### src/include/larWidths.svh
`ifndef LAR_WIDTHS_SVH
`define LAR_WIDTHS_SVH

// one LAR line, the whole data word of a large array register
`define LAR_LINE_WIDTH 256

// widest scalar, narrower ones are zero-extended to this
`define SCALAR_WIDTH 64

// byte offset inside a line
`define DATA_OFFSET_WIDTH 5

// enough for up to 8 LARs
`define LAR_INDEX_WIDTH 3

// type fields of an access
`define DATA_TYPE_WIDTH 2
`define INT_TYPE_SIZE_WIDTH 2

`endif

### src/hdl/PkgLarScalar.sv
`default_nettype none

`include "larWidths.svh"

package PkgLarScalar;

	localparam int LarLineWidth = `LAR_LINE_WIDTH;
	localparam int ScalarWidth = `SCALAR_WIDTH;

	// bit position of a lane, 0 up to 255
	localparam int LaneShiftWidth = $clog2(`LAR_LINE_WIDTH);

	typedef logic [`LAR_LINE_WIDTH-1:0] LarLine;
	typedef logic [`SCALAR_WIDTH-1:0] ScalarData;
	typedef logic [`DATA_OFFSET_WIDTH-1:0] DataOffset;

	typedef enum logic [`DATA_TYPE_WIDTH-1:0]
	{
		UnsgnInt,
		SgnInt,
		BFloat16,
		Reserved
	} DataType;

	// only looked at for the two integer types
	typedef enum logic [`INT_TYPE_SIZE_WIDTH-1:0]
	{
		Sz8,
		Sz16,
		Sz32,
		Sz64
	} IntTypeSize;

	typedef struct packed
	{
		logic [`LAR_INDEX_WIDTH-1:0] larIndex;
		DataType dataType;
		IntTypeSize intTypeSize;
		DataOffset dataOffset;
	} ScalarAccess;

	typedef struct packed
	{
		ScalarAccess access;
		ScalarData scalar;
	} WriteRequest;

	// offset with the bits below the element size cleared, in bits
	function automatic logic [LaneShiftWidth-1:0] laneShift(
		DataType dataType,
		IntTypeSize intTypeSize,
		DataOffset dataOffset);
		DataOffset aligned;
		aligned = dataOffset;
		case (dataType)
			BFloat16:
			begin
				aligned[0] = 1'b0;
			end
			Reserved:
			begin
				// nothing is moved for this type anyway
				aligned = '0;
			end
			default:
			begin
				case (intTypeSize)
					Sz8:
					begin
						aligned = dataOffset;
					end
					Sz16:
					begin
						aligned[0] = 1'b0;
					end
					Sz32:
					begin
						aligned[1:0] = 2'b00;
					end
					default:
					begin
						aligned[2:0] = 3'b000;
					end
				endcase
			end
		endcase
		return {aligned, 3'b000};
	endfunction

	// element-wide mask in the low bits of a scalar
	function automatic ScalarData laneMask(
		DataType dataType,
		IntTypeSize intTypeSize,
		DataOffset dataOffset);
		ScalarData mask;
		mask = '0;
		case (dataType)
			BFloat16:
			begin
				mask = ScalarData'(16'hffff);
			end
			Reserved:
			begin
				mask = '0;
			end
			default:
			begin
				case (intTypeSize)
					Sz8:
					begin
						mask = ScalarData'(8'hff);
					end
					Sz16:
					begin
						mask = ScalarData'(16'hffff);
					end
					Sz32:
					begin
						mask = ScalarData'(32'hffff_ffff);
					end
					default:
					begin
						mask = '1;
					end
				endcase
			end
		endcase
		return mask;
	endfunction

endpackage

`default_nettype wire

### src/hdl/LarLineStore.sv
`timescale 1ns/1ns
`default_nettype none

// line registers, one write port and two combinational read ports
module LarLineStore
#(
	parameter int numLars = 8
)
(
	input logic clk,
	input logic reset,
	input logic writeEnable,
	input logic [2:0] writeIndex,
	input PkgLarScalar::LarLine writeLine,
	input logic [2:0] mergeIndex,
	output PkgLarScalar::LarLine mergeLine,
	input logic [2:0] readIndex,
	output PkgLarScalar::LarLine readLine
);

	// index bits actually needed for numLars lines
	localparam int IndexWidth = (numLars > 1) ? $clog2(numLars) : 1;

	PkgLarScalar::LarLine lines [numLars];

	logic [IndexWidth-1:0] writeSlot;
	logic [IndexWidth-1:0] mergeSlot;
	logic [IndexWidth-1:0] readSlot;

	// upper index bits are unused with fewer than 8 lines
	assign writeSlot = writeIndex[IndexWidth-1:0];
	assign mergeSlot = mergeIndex[IndexWidth-1:0];
	assign readSlot = readIndex[IndexWidth-1:0];

	always_ff @(posedge clk)
	begin
		if (reset)
		begin
			// all lines start out as zero
			for (int i = 0; i < numLars; i++)
			begin
				lines[i] <= '0;
			end
		end
		else if (writeEnable)
		begin
			lines[writeSlot] <= writeLine;
		end
	end

	// old line for the write merge
	assign mergeLine = lines[mergeSlot];

	// a same-cycle read sees the line before the write lands
	assign readLine = lines[readSlot];

endmodule

`default_nettype wire

### src/hdl/LarScalarAccess.sv
`timescale 1ns/1ns
`default_nettype none

// scalar access path into the LAR data file
module LarScalarAccess
#(
	parameter int numLars = 8
)
(
	input logic clk,
	input logic reset,
	input logic writeStrobe,
	input PkgLarScalar::WriteRequest writeReq,
	input logic readStrobe,
	input PkgLarScalar::ScalarAccess readAccess,
	output logic readValid,
	output PkgLarScalar::ScalarData readData
);

	// old line of the LAR being written
	PkgLarScalar::LarLine mergeLine;

	// that line with the new scalar in its lane
	PkgLarScalar::LarLine mergedLine;

	// line of the LAR being read
	PkgLarScalar::LarLine readLine;

	ScalarShifterForWrite i_writeShifter
	(
		.writeReq(writeReq),
		.oldLine(mergeLine),
		.mergedLine(mergedLine)
	);

	// write index and merge index are the same LAR
	LarLineStore
	#(
		.numLars(numLars)
	)
	i_lineStore
	(
		.clk(clk),
		.reset(reset),
		.writeEnable(writeStrobe),
		.writeIndex(writeReq.access.larIndex),
		.writeLine(mergedLine),
		.mergeIndex(writeReq.access.larIndex),
		.mergeLine(mergeLine),
		.readIndex(readAccess.larIndex),
		.readLine(readLine)
	);

	ScalarShifterForRead i_readShifter
	(
		.clk(clk),
		.reset(reset),
		.readStrobe(readStrobe),
		.readAccess(readAccess),
		.line(readLine),
		.readValid(readValid),
		.readData(readData)
	);

endmodule

`default_nettype wire

### src/hdl/ScalarShifterForRead.sv
`timescale 1ns/1ns
`default_nettype none

// pulls one lane out of a line and registers it, no casting here either
module ScalarShifterForRead
(
	input logic clk,
	input logic reset,
	input logic readStrobe,
	input PkgLarScalar::ScalarAccess readAccess,
	input PkgLarScalar::LarLine line,
	output logic readValid,
	output PkgLarScalar::ScalarData readData
);

	logic [PkgLarScalar::LaneShiftWidth-1:0] shift;
	PkgLarScalar::ScalarData elementMask;

	// lane moved down to bit 0
	PkgLarScalar::LarLine shiftedLine;
	PkgLarScalar::ScalarData lowBits;

	// zero-extended element, ready to register
	PkgLarScalar::ScalarData laneData;

	assign shift = PkgLarScalar::laneShift(
		readAccess.dataType,
		readAccess.intTypeSize,
		readAccess.dataOffset);

	assign elementMask = PkgLarScalar::laneMask(
		readAccess.dataType,
		readAccess.intTypeSize,
		readAccess.dataOffset);

	assign shiftedLine = line >> shift;
	assign lowBits = shiftedLine[PkgLarScalar::ScalarWidth-1:0];

	// mask is zero for reserved, which reads as zero
	assign laneData = lowBits & elementMask;

	// one cycle of latency, one valid pulse per strobe
	always_ff @(posedge clk)
	begin
		if (reset)
		begin
			readValid <= 1'b0;
			readData <= '0;
		end
		else
		begin
			readValid <= readStrobe;
			if (readStrobe)
			begin
				readData <= laneData;
			end
		end
	end

endmodule

`default_nettype wire

### src/hdl/ScalarShifterForWrite.sv
`timescale 1ns/1ns
`default_nettype none

// merges one scalar into a copy of a line, no casting is done here
module ScalarShifterForWrite
(
	input PkgLarScalar::WriteRequest writeReq,
	input PkgLarScalar::LarLine oldLine,
	output PkgLarScalar::LarLine mergedLine
);

	PkgLarScalar::ScalarAccess access;
	PkgLarScalar::ScalarData scalar;

	// lane position and width
	logic [PkgLarScalar::LaneShiftWidth-1:0] shift;
	PkgLarScalar::ScalarData elementMask;

	// mask and data, widened to a full line before shifting
	PkgLarScalar::LarLine wideMask;
	PkgLarScalar::LarLine wideScalar;

	// the same two, moved up to the lane
	PkgLarScalar::LarLine laneBits;
	PkgLarScalar::LarLine laneData;

	// everything outside the lane
	PkgLarScalar::LarLine keptBits;

	assign access = writeReq.access;
	assign scalar = writeReq.scalar;

	assign shift = PkgLarScalar::laneShift(
		access.dataType,
		access.intTypeSize,
		access.dataOffset);

	// zero for the reserved type, so the old line passes unchanged
	assign elementMask = PkgLarScalar::laneMask(
		access.dataType,
		access.intTypeSize,
		access.dataOffset);

	// upper scalar bits beyond the element width are dropped
	assign wideMask = PkgLarScalar::LarLine'(elementMask);
	assign wideScalar = PkgLarScalar::LarLine'(scalar & elementMask);

	assign laneBits = wideMask << shift;
	assign laneData = wideScalar << shift;

	// clear the lane in the old line
	assign keptBits = oldLine & ~laneBits;

	// bfloat16 keeps the low 16 bits of the scalar as they are
	assign mergedLine = keptBits | laneData;

endmodule

`default_nettype wire

### config.mk
export PLATFORM = sky130hd
export DESIGN_NAME = LarScalarAccess
export DESIGN_NICKNAME = d
export VERILOG_FILES = /design/src/hdl/PkgLarScalar.sv /design/src/hdl/LarLineStore.sv /design/src/hdl/LarScalarAccess.sv /design/src/hdl/ScalarShifterForRead.sv /design/src/hdl/ScalarShifterForWrite.sv
export VERILOG_INCLUDE_DIRS = /design/src /design/src/include
export SDC_FILE = /design/constraint.sdc
export NUM_CORES = 2
export LEC_CHECK = 0
export BUFFER_PORTS_ARGS = -buffer_cell sky130_fd_sc_hd__buf_2
export CORE_AREA = 3 3 580 582
export DETAILED_ROUTE_END_ITERATION = 12
export DIE_AREA = 0 0 583 585
export PLACE_DENSITY = 0.59
export SYNTH_ARGS = -nofsm -noshare
export SYNTH_HDL_FRONTEND = slang
export SYNTH_SLANG_ARGS = --single-unit
export TNS_END_PERCENT = 100
### constraint.sdc
create_clock -name clk -period 11.3 [get_ports clk]
set_clock_uncertainty 0.05 [all_clocks]
set_input_delay 2.26 -clock clk [delete_from_list [all_inputs] [get_ports clk]]
set_output_delay 2.26 -clock clk [all_outputs]
set_load 0.02 [all_outputs]
; ---- After elaboration in Yosys (flattened, before gate mapping)
; Memory sizes are Yosys's and may differ from the RTL's.
; Index checks and enable logic that the tools add are counted.
[word_totals]
regBits = 65
ram_bits = 2048
inputBits = 92
output_inout_bits = 65
word_cells = 50
n_memories = 1
[classes]
n_eq_ne = 8
shifts = 3
mux = 22
n_bitwise = 5
n_reduce_logical = 9
[mem_list]
columns = name, words, word_bits, rd, rd_ports_with_merged_regs, write_ports, line_no
row1 = i_lineStore.lines, 8, 256, 2, 0, 8, LarLineStore.sv:24  ; PkgLarScalar::LarLine lines [numLars];
[ops]
columns = cell, count
row1 = one-hot mux 64 bit (3 select lines), 2
row2 = AND 256 bit, 1
row3 = two-way mux 256 bit, 1
row4 = inverter 256 bit, 1
row5 = bitwise OR 256 bit, 1
row6 = one-hot mux 64 bit (2 select lines), 2
row7 = OR reduction 256 bit, 1
row8 = left shift 256 x 8 -> 256 bit, 1
row9 = left shift 64 x 8 -> 256 bit, 1
row10 = >> shifter 256 x 8 -> 64 bit, 1
row11 = AND 64 bit, 2
row12 = one-hot mux 4 bit (2 select lines), 2
row13 = two-way mux 1 bit, 14
row14 = "equality test 2 bit, second input constant", 6
row15 = OR reduction 2 bit, 4
row16 = OR reduction 3 bit, 2
row17 = "equality test 2 x 1 -> 1 bit, second input constant", 2
row18 = logical NOT 2 bit, 2
row19 = two-way mux 3 bit, 1

; ---- Longest topological paths before layout
[logic_depth]
depth_word = 9
depth_mapped = 14
ltp_nobuf = 8

; ---- Cells and area by module
; A second synthesis with hierarchy kept.
[hier_totals]
cells_unflattened = 8811
area_unflattened_um2 = 120354.2
[by_module_without_submodules]
columns = mod, n_inst, cells_per_inst, area_each_um2, seq_area_each_um2
row1 = LarLineStore, 1, 6641, 105474.9, 61499.0
row2 = ScalarShifterForRead, 1, 1529, 10403.7, 1301.2
row3 = ScalarShifterForWrite, 1, 641, 4475.5, 0.0

; ---- Worst setup path after synthesis
; Ideal clock, no wire load.
[synth_timing]
path_kind = in2reg
startpoint = input port writeReq[74] (netlist bit)
endpoint = memory i_lineStore.lines[3][0] (netlist bit), enable pin
setup_ns = 0.664
arrival_time_ns = 9.667
required_ns = 10.586
setup_slack_ns = 0.919
cell_stages = 7
n_path_buf = 5
path_cell_list = clkbuf_1 -> clkbuf_1 -> clkbuf_1 -> buf_1 -> nand3_1 -> clkbuf_1 -> nand2b_1
[synth_rtl]
columns = item, line_no
row1 = "start, declared", LarScalarAccess.sv:13  ; input PkgLarScalar::WriteRequest writeReq,
row2 = "end, declared", LarLineStore.sv:24

; ---- Final worst setup path
[layout_timing]
startpoint = input port readAccess[9] (netlist bit)
endpoint = register i_readShifter.readData[10]
[layout_between]
elab_chain_len = 3
[layout_rtl]
columns = item, line_no
row1 = "start, declared", LarScalarAccess.sv:15  ; input PkgLarScalar::ScalarAccess readAccess,
row2 = memory read (8 x 256 bit), --
row3 = >> shifter 256 x 8 -> 64 bit, ScalarShifterForRead.sv:36  ; assign shiftedLine = line >> shift;
row4 = AND 64 bit, ScalarShifterForRead.sv:40  ; assign laneData = lowBits & elementMask;
row5 = "end signal, assigned", ScalarShifterForRead.sv:55  ; readData <= laneData;
row6 = "end, declared", ScalarShifterForRead.sv:13  ; output PkgLarScalar::ScalarData readData
; Every way passes these cells.
; A chain may end at the register's enable or synchronous reset.

==> flow_summary_export.csv <==
group,metric,value,unit
run_status,status,"complete, no violations",
critical_path,crit_family,"buffers and inverters",
placed_design,placed_cells,13000,
cells_and_area,drive_gt1_frac,0.206,
timing,finalCriticalPeriod,6240,ps
floorplan,dieHeight,585,um
timing,slew_violations,0,
critical_path,crit_path_cell_trace,"buf_8, buf_12, nor2b_4, buf_4, buf_4, a22oi_1, nand2_1, mux2i_1, a21oi_1, nor2_1, a211oi_1, o21ai_0",
global_routing,gr-total-overflow,0,
critical_path,end_kind,"register",
critical_path,critPathKind,"in2reg",
critical_path,critical_path_buf_inv_count,4,
placed_design,numPortBuffers,156,
power,p_total,19.9,mW
timing,relSlewSlack,0.0480,
clock_network,cts_setup_buffers,0,
cells_and_area,final_cells,13500,
detailed_routing,ant_nets,0,
timing,hold_viol,0,
critical_path,worst_path_largest_cell_delay,690,ps
detailed_routing,wl_per_cell,37.3,um
yosys,synth_edf_count,2048,
yosys,syn_inst,9027,
power,ir_drop,174,uV
global_routing,grt_pass1_vias,86400,
clock_network,cts_hold_buf,0,
power,power_density,154,nW/um2
yosys,yosysSeqAreaShare,0.541,
critical_path,path_max_fanout,81,
floorplan,start_util,0.351,
timing,fmaxAchievable,160,MHz
critical_path,crit_arrival,6960,ps
timing,finalSetupTns,0,ps
critical_path,cp.required,12030,ps
flow_run,maxCapViolations,0,
power,leakagePower,45.5,nW
critical_path,cp-start-kind,"input port",
global_routing,track_usage,0.287,
timing,timing.hold.ws,416,ps
placed_design,place_congestion,0.995,
global_routing,grt_start_max_net_pins,143,
floorplan,io_pins,157,
yosys,avgSynthCellArea,12.9,um2
clock_network,cts_root_buf,"clkbuf_16",
yosys,ys.flop_type,"edfxtp_1",
global_routing,grt_pass1_wl,691,mm
timing,tightest_slew,1420,ps
clock_network,clockBufferDepth,3,
yosys,synth_seq_cells,2113,
yosys,ys_async_sr_fraction,0,
clock_network,numCtsBuffers,228,
detailed_routing,via_per_inst,6.55,
global_routing,antenna_found_initial,55,
timing,period_share,0.552,
detailed_routing,vias,88200,
clock_network,tritoncts,"yes",
clock_network,clk_latency,940,ps
detailed_routing,wl,503,mm
cells_and_area,area_delta_synth_final,10.9,%
floorplan,die_area,341000,um2
critical_path,cpMostUsedCell,"buf_4",
floorplan,die_w,583,um
worst_hold_path,hp-class,"reg2reg",
clock_network,clk_pin_slew_worst_paths,60,ps
yosys,yosysUniqueCellTypes,93,
detailed_routing,drtIter0Drc,14500,
placed_design,dp_hpwl,306,mm
clock_network,cts_sinks,2113,
timing,rsz0062_at_grt,"no",
cells_and_area,final_core_utilization,0.389,
clock_network,h-tree-depth,4,
yosys,synth_fp_nets,9119,
cells_and_area,fin_nets,8968,
floorplan,coreArea,331000,um2
detailed_routing,firstDrtPassIters,9,
timing,final-setup-viol-count,0,
clock_network,ctsResizeCount,0,
critical_path,cp_slowest_cell,"buf_4",
yosys,syn_area,116000,um2
floorplan,rows,211,
detailed_routing,drcViolationCount,0,
yosys,synth_warnings,0,
## state kept, by name, indices dropped and copies added, names as in the netlist
signal and count:
i_lineStore.lines 2048, i_readShifter.readValid 1, i_readShifter.readData 64
## stage by stage
step	setup slack, ps	cell area, um2
after global placement	4480	121000
after global routing	5170	129000
after floorplan	919	116000
final	5060	129000
after CTS	5440	129000
after detailed placement	4510	121000
## worst min-delay path: stages, from the launching register on
cell and delay [ps]:
dfxtp_1 320, nand2_1 50, o21ai_1 50
## where the power goes
| group | switching (mW) | internal [mW] |
|---|---|---|
| combinational | 2.20 | 1.04 |
| sequential | 0.204 | 8.95 |
| clock | 3.33 | 4.15 |
## cell usage in the layout, fill, tap and decap left out, drive strengths merged, types with 12 or more instances in the layout
cell	n
edfxtp	2048
o221ai	23
a211o	12
and3	13
o22a	70
nor3	37
a221o	15
nand2	435
a22oi	345
mux4	800
o22ai	103
nand2b	53
and2	16
inv	16
nand3	57
a221oi	59
o211ai	64
clkinv	95
a2bb2oi	28
nor2b	32
dfxtp	65
diode	39
bufinv	18
a22o	28
o21ai	149
clkbuf	289
nor2	2315
a21oi	240
a211oi	99
buf	403
mux2	241
mux2i	726
a31oi	18
## worst paths after layout
kind                                                              start                                       to  slack [ps]  depth (start not counted)
worst max-delay path                                      readAccess[9]  i_readShifter.readData[10]$_SDFFE_PP0P_        5060                         12
worst min-delay path            i_readShifter.readData[46]$_SDFFE_PP0P_  i_readShifter.readData[46]$_SDFFE_PP0P_         420                          2
worst max register to register  i_lineStore.lines[5][138]$_SDFFCE_PN0P_  i_readShifter.readData[10]$_SDFFE_PP0P_        8010                          7
worst min register to register  i_readShifter.readData[46]$_SDFFE_PP0P_  i_readShifter.readData[46]$_SDFFE_PP0P_         420                          2
## area by class of cell
type | instances | area, um2
clock buffers | 289 | 5970
diodes | 39 | 97.6
inverters | 8 | 30.0
multi-input cells | 6122 | 49900
fillers | 30900 | 202000
repair buffers | 403 | 3190
flip-flops and latches | 2113 | 62800
well taps | 4366 | 5460
clock inverters | 128 | 1320
## kinds of logic after synthesis
group | share of synthesized area
mux | 0.241
buf+inv | 0.0335
flops | 0.541
compound gates | 0.0818
simple gates | 0.102
## Yosys cell counts, types with 23 or more instances
library cell | n | area share
o22ai_1 | 103 | 0.0055
o21ai_0 | 128 | 0.0055
dfxtp_1 | 65 | 0.011
nor2_1 | 2309 | 0.075
nand2b_1 | 53 | 0.0029
buf_4 | 78 | 0.0050
a221oi_1 | 54 | 0.0041
o221ai_1 | 23 | 0.0017
nand2_1 | 435 | 0.014
edfxtp_1 | 2048 | 0.53
clkbuf_1 | 445 | 0.014
nand3_1 | 57 | 0.0025
a22oi_1 | 345 | 0.022
a22o_1 | 28 | 0.0021
buf_1 | 69 | 0.0022
buf_6 | 48 | 0.0047
buf_2 | 133 | 0.0057
nor3_1 | 37 | 0.0016
a2bb2oi_1 | 28 | 0.0021
o211ai_1 | 64 | 0.0041
mux4_2 | 791 | 0.15
mux2i_1 | 725 | 0.062
o22a_1 | 70 | 0.0053
a21oi_1 | 239 | 0.010
mux2_2 | 238 | 0.023
nor2b_1 | 32 | 0.0017
a211oi_1 | 98 | 0.0063
## metal layers
layer  up-vias  global-route usage  part of all wire
met5         -             0.00925            0.0013
met4        35               0.233             0.096
met3      1799              0.0979              0.14
met2      7213               0.421              0.43
met1     44600               0.343              0.33
li1      34500                   -                 -
Note: power is estimated with default switching activity, not from simulation.
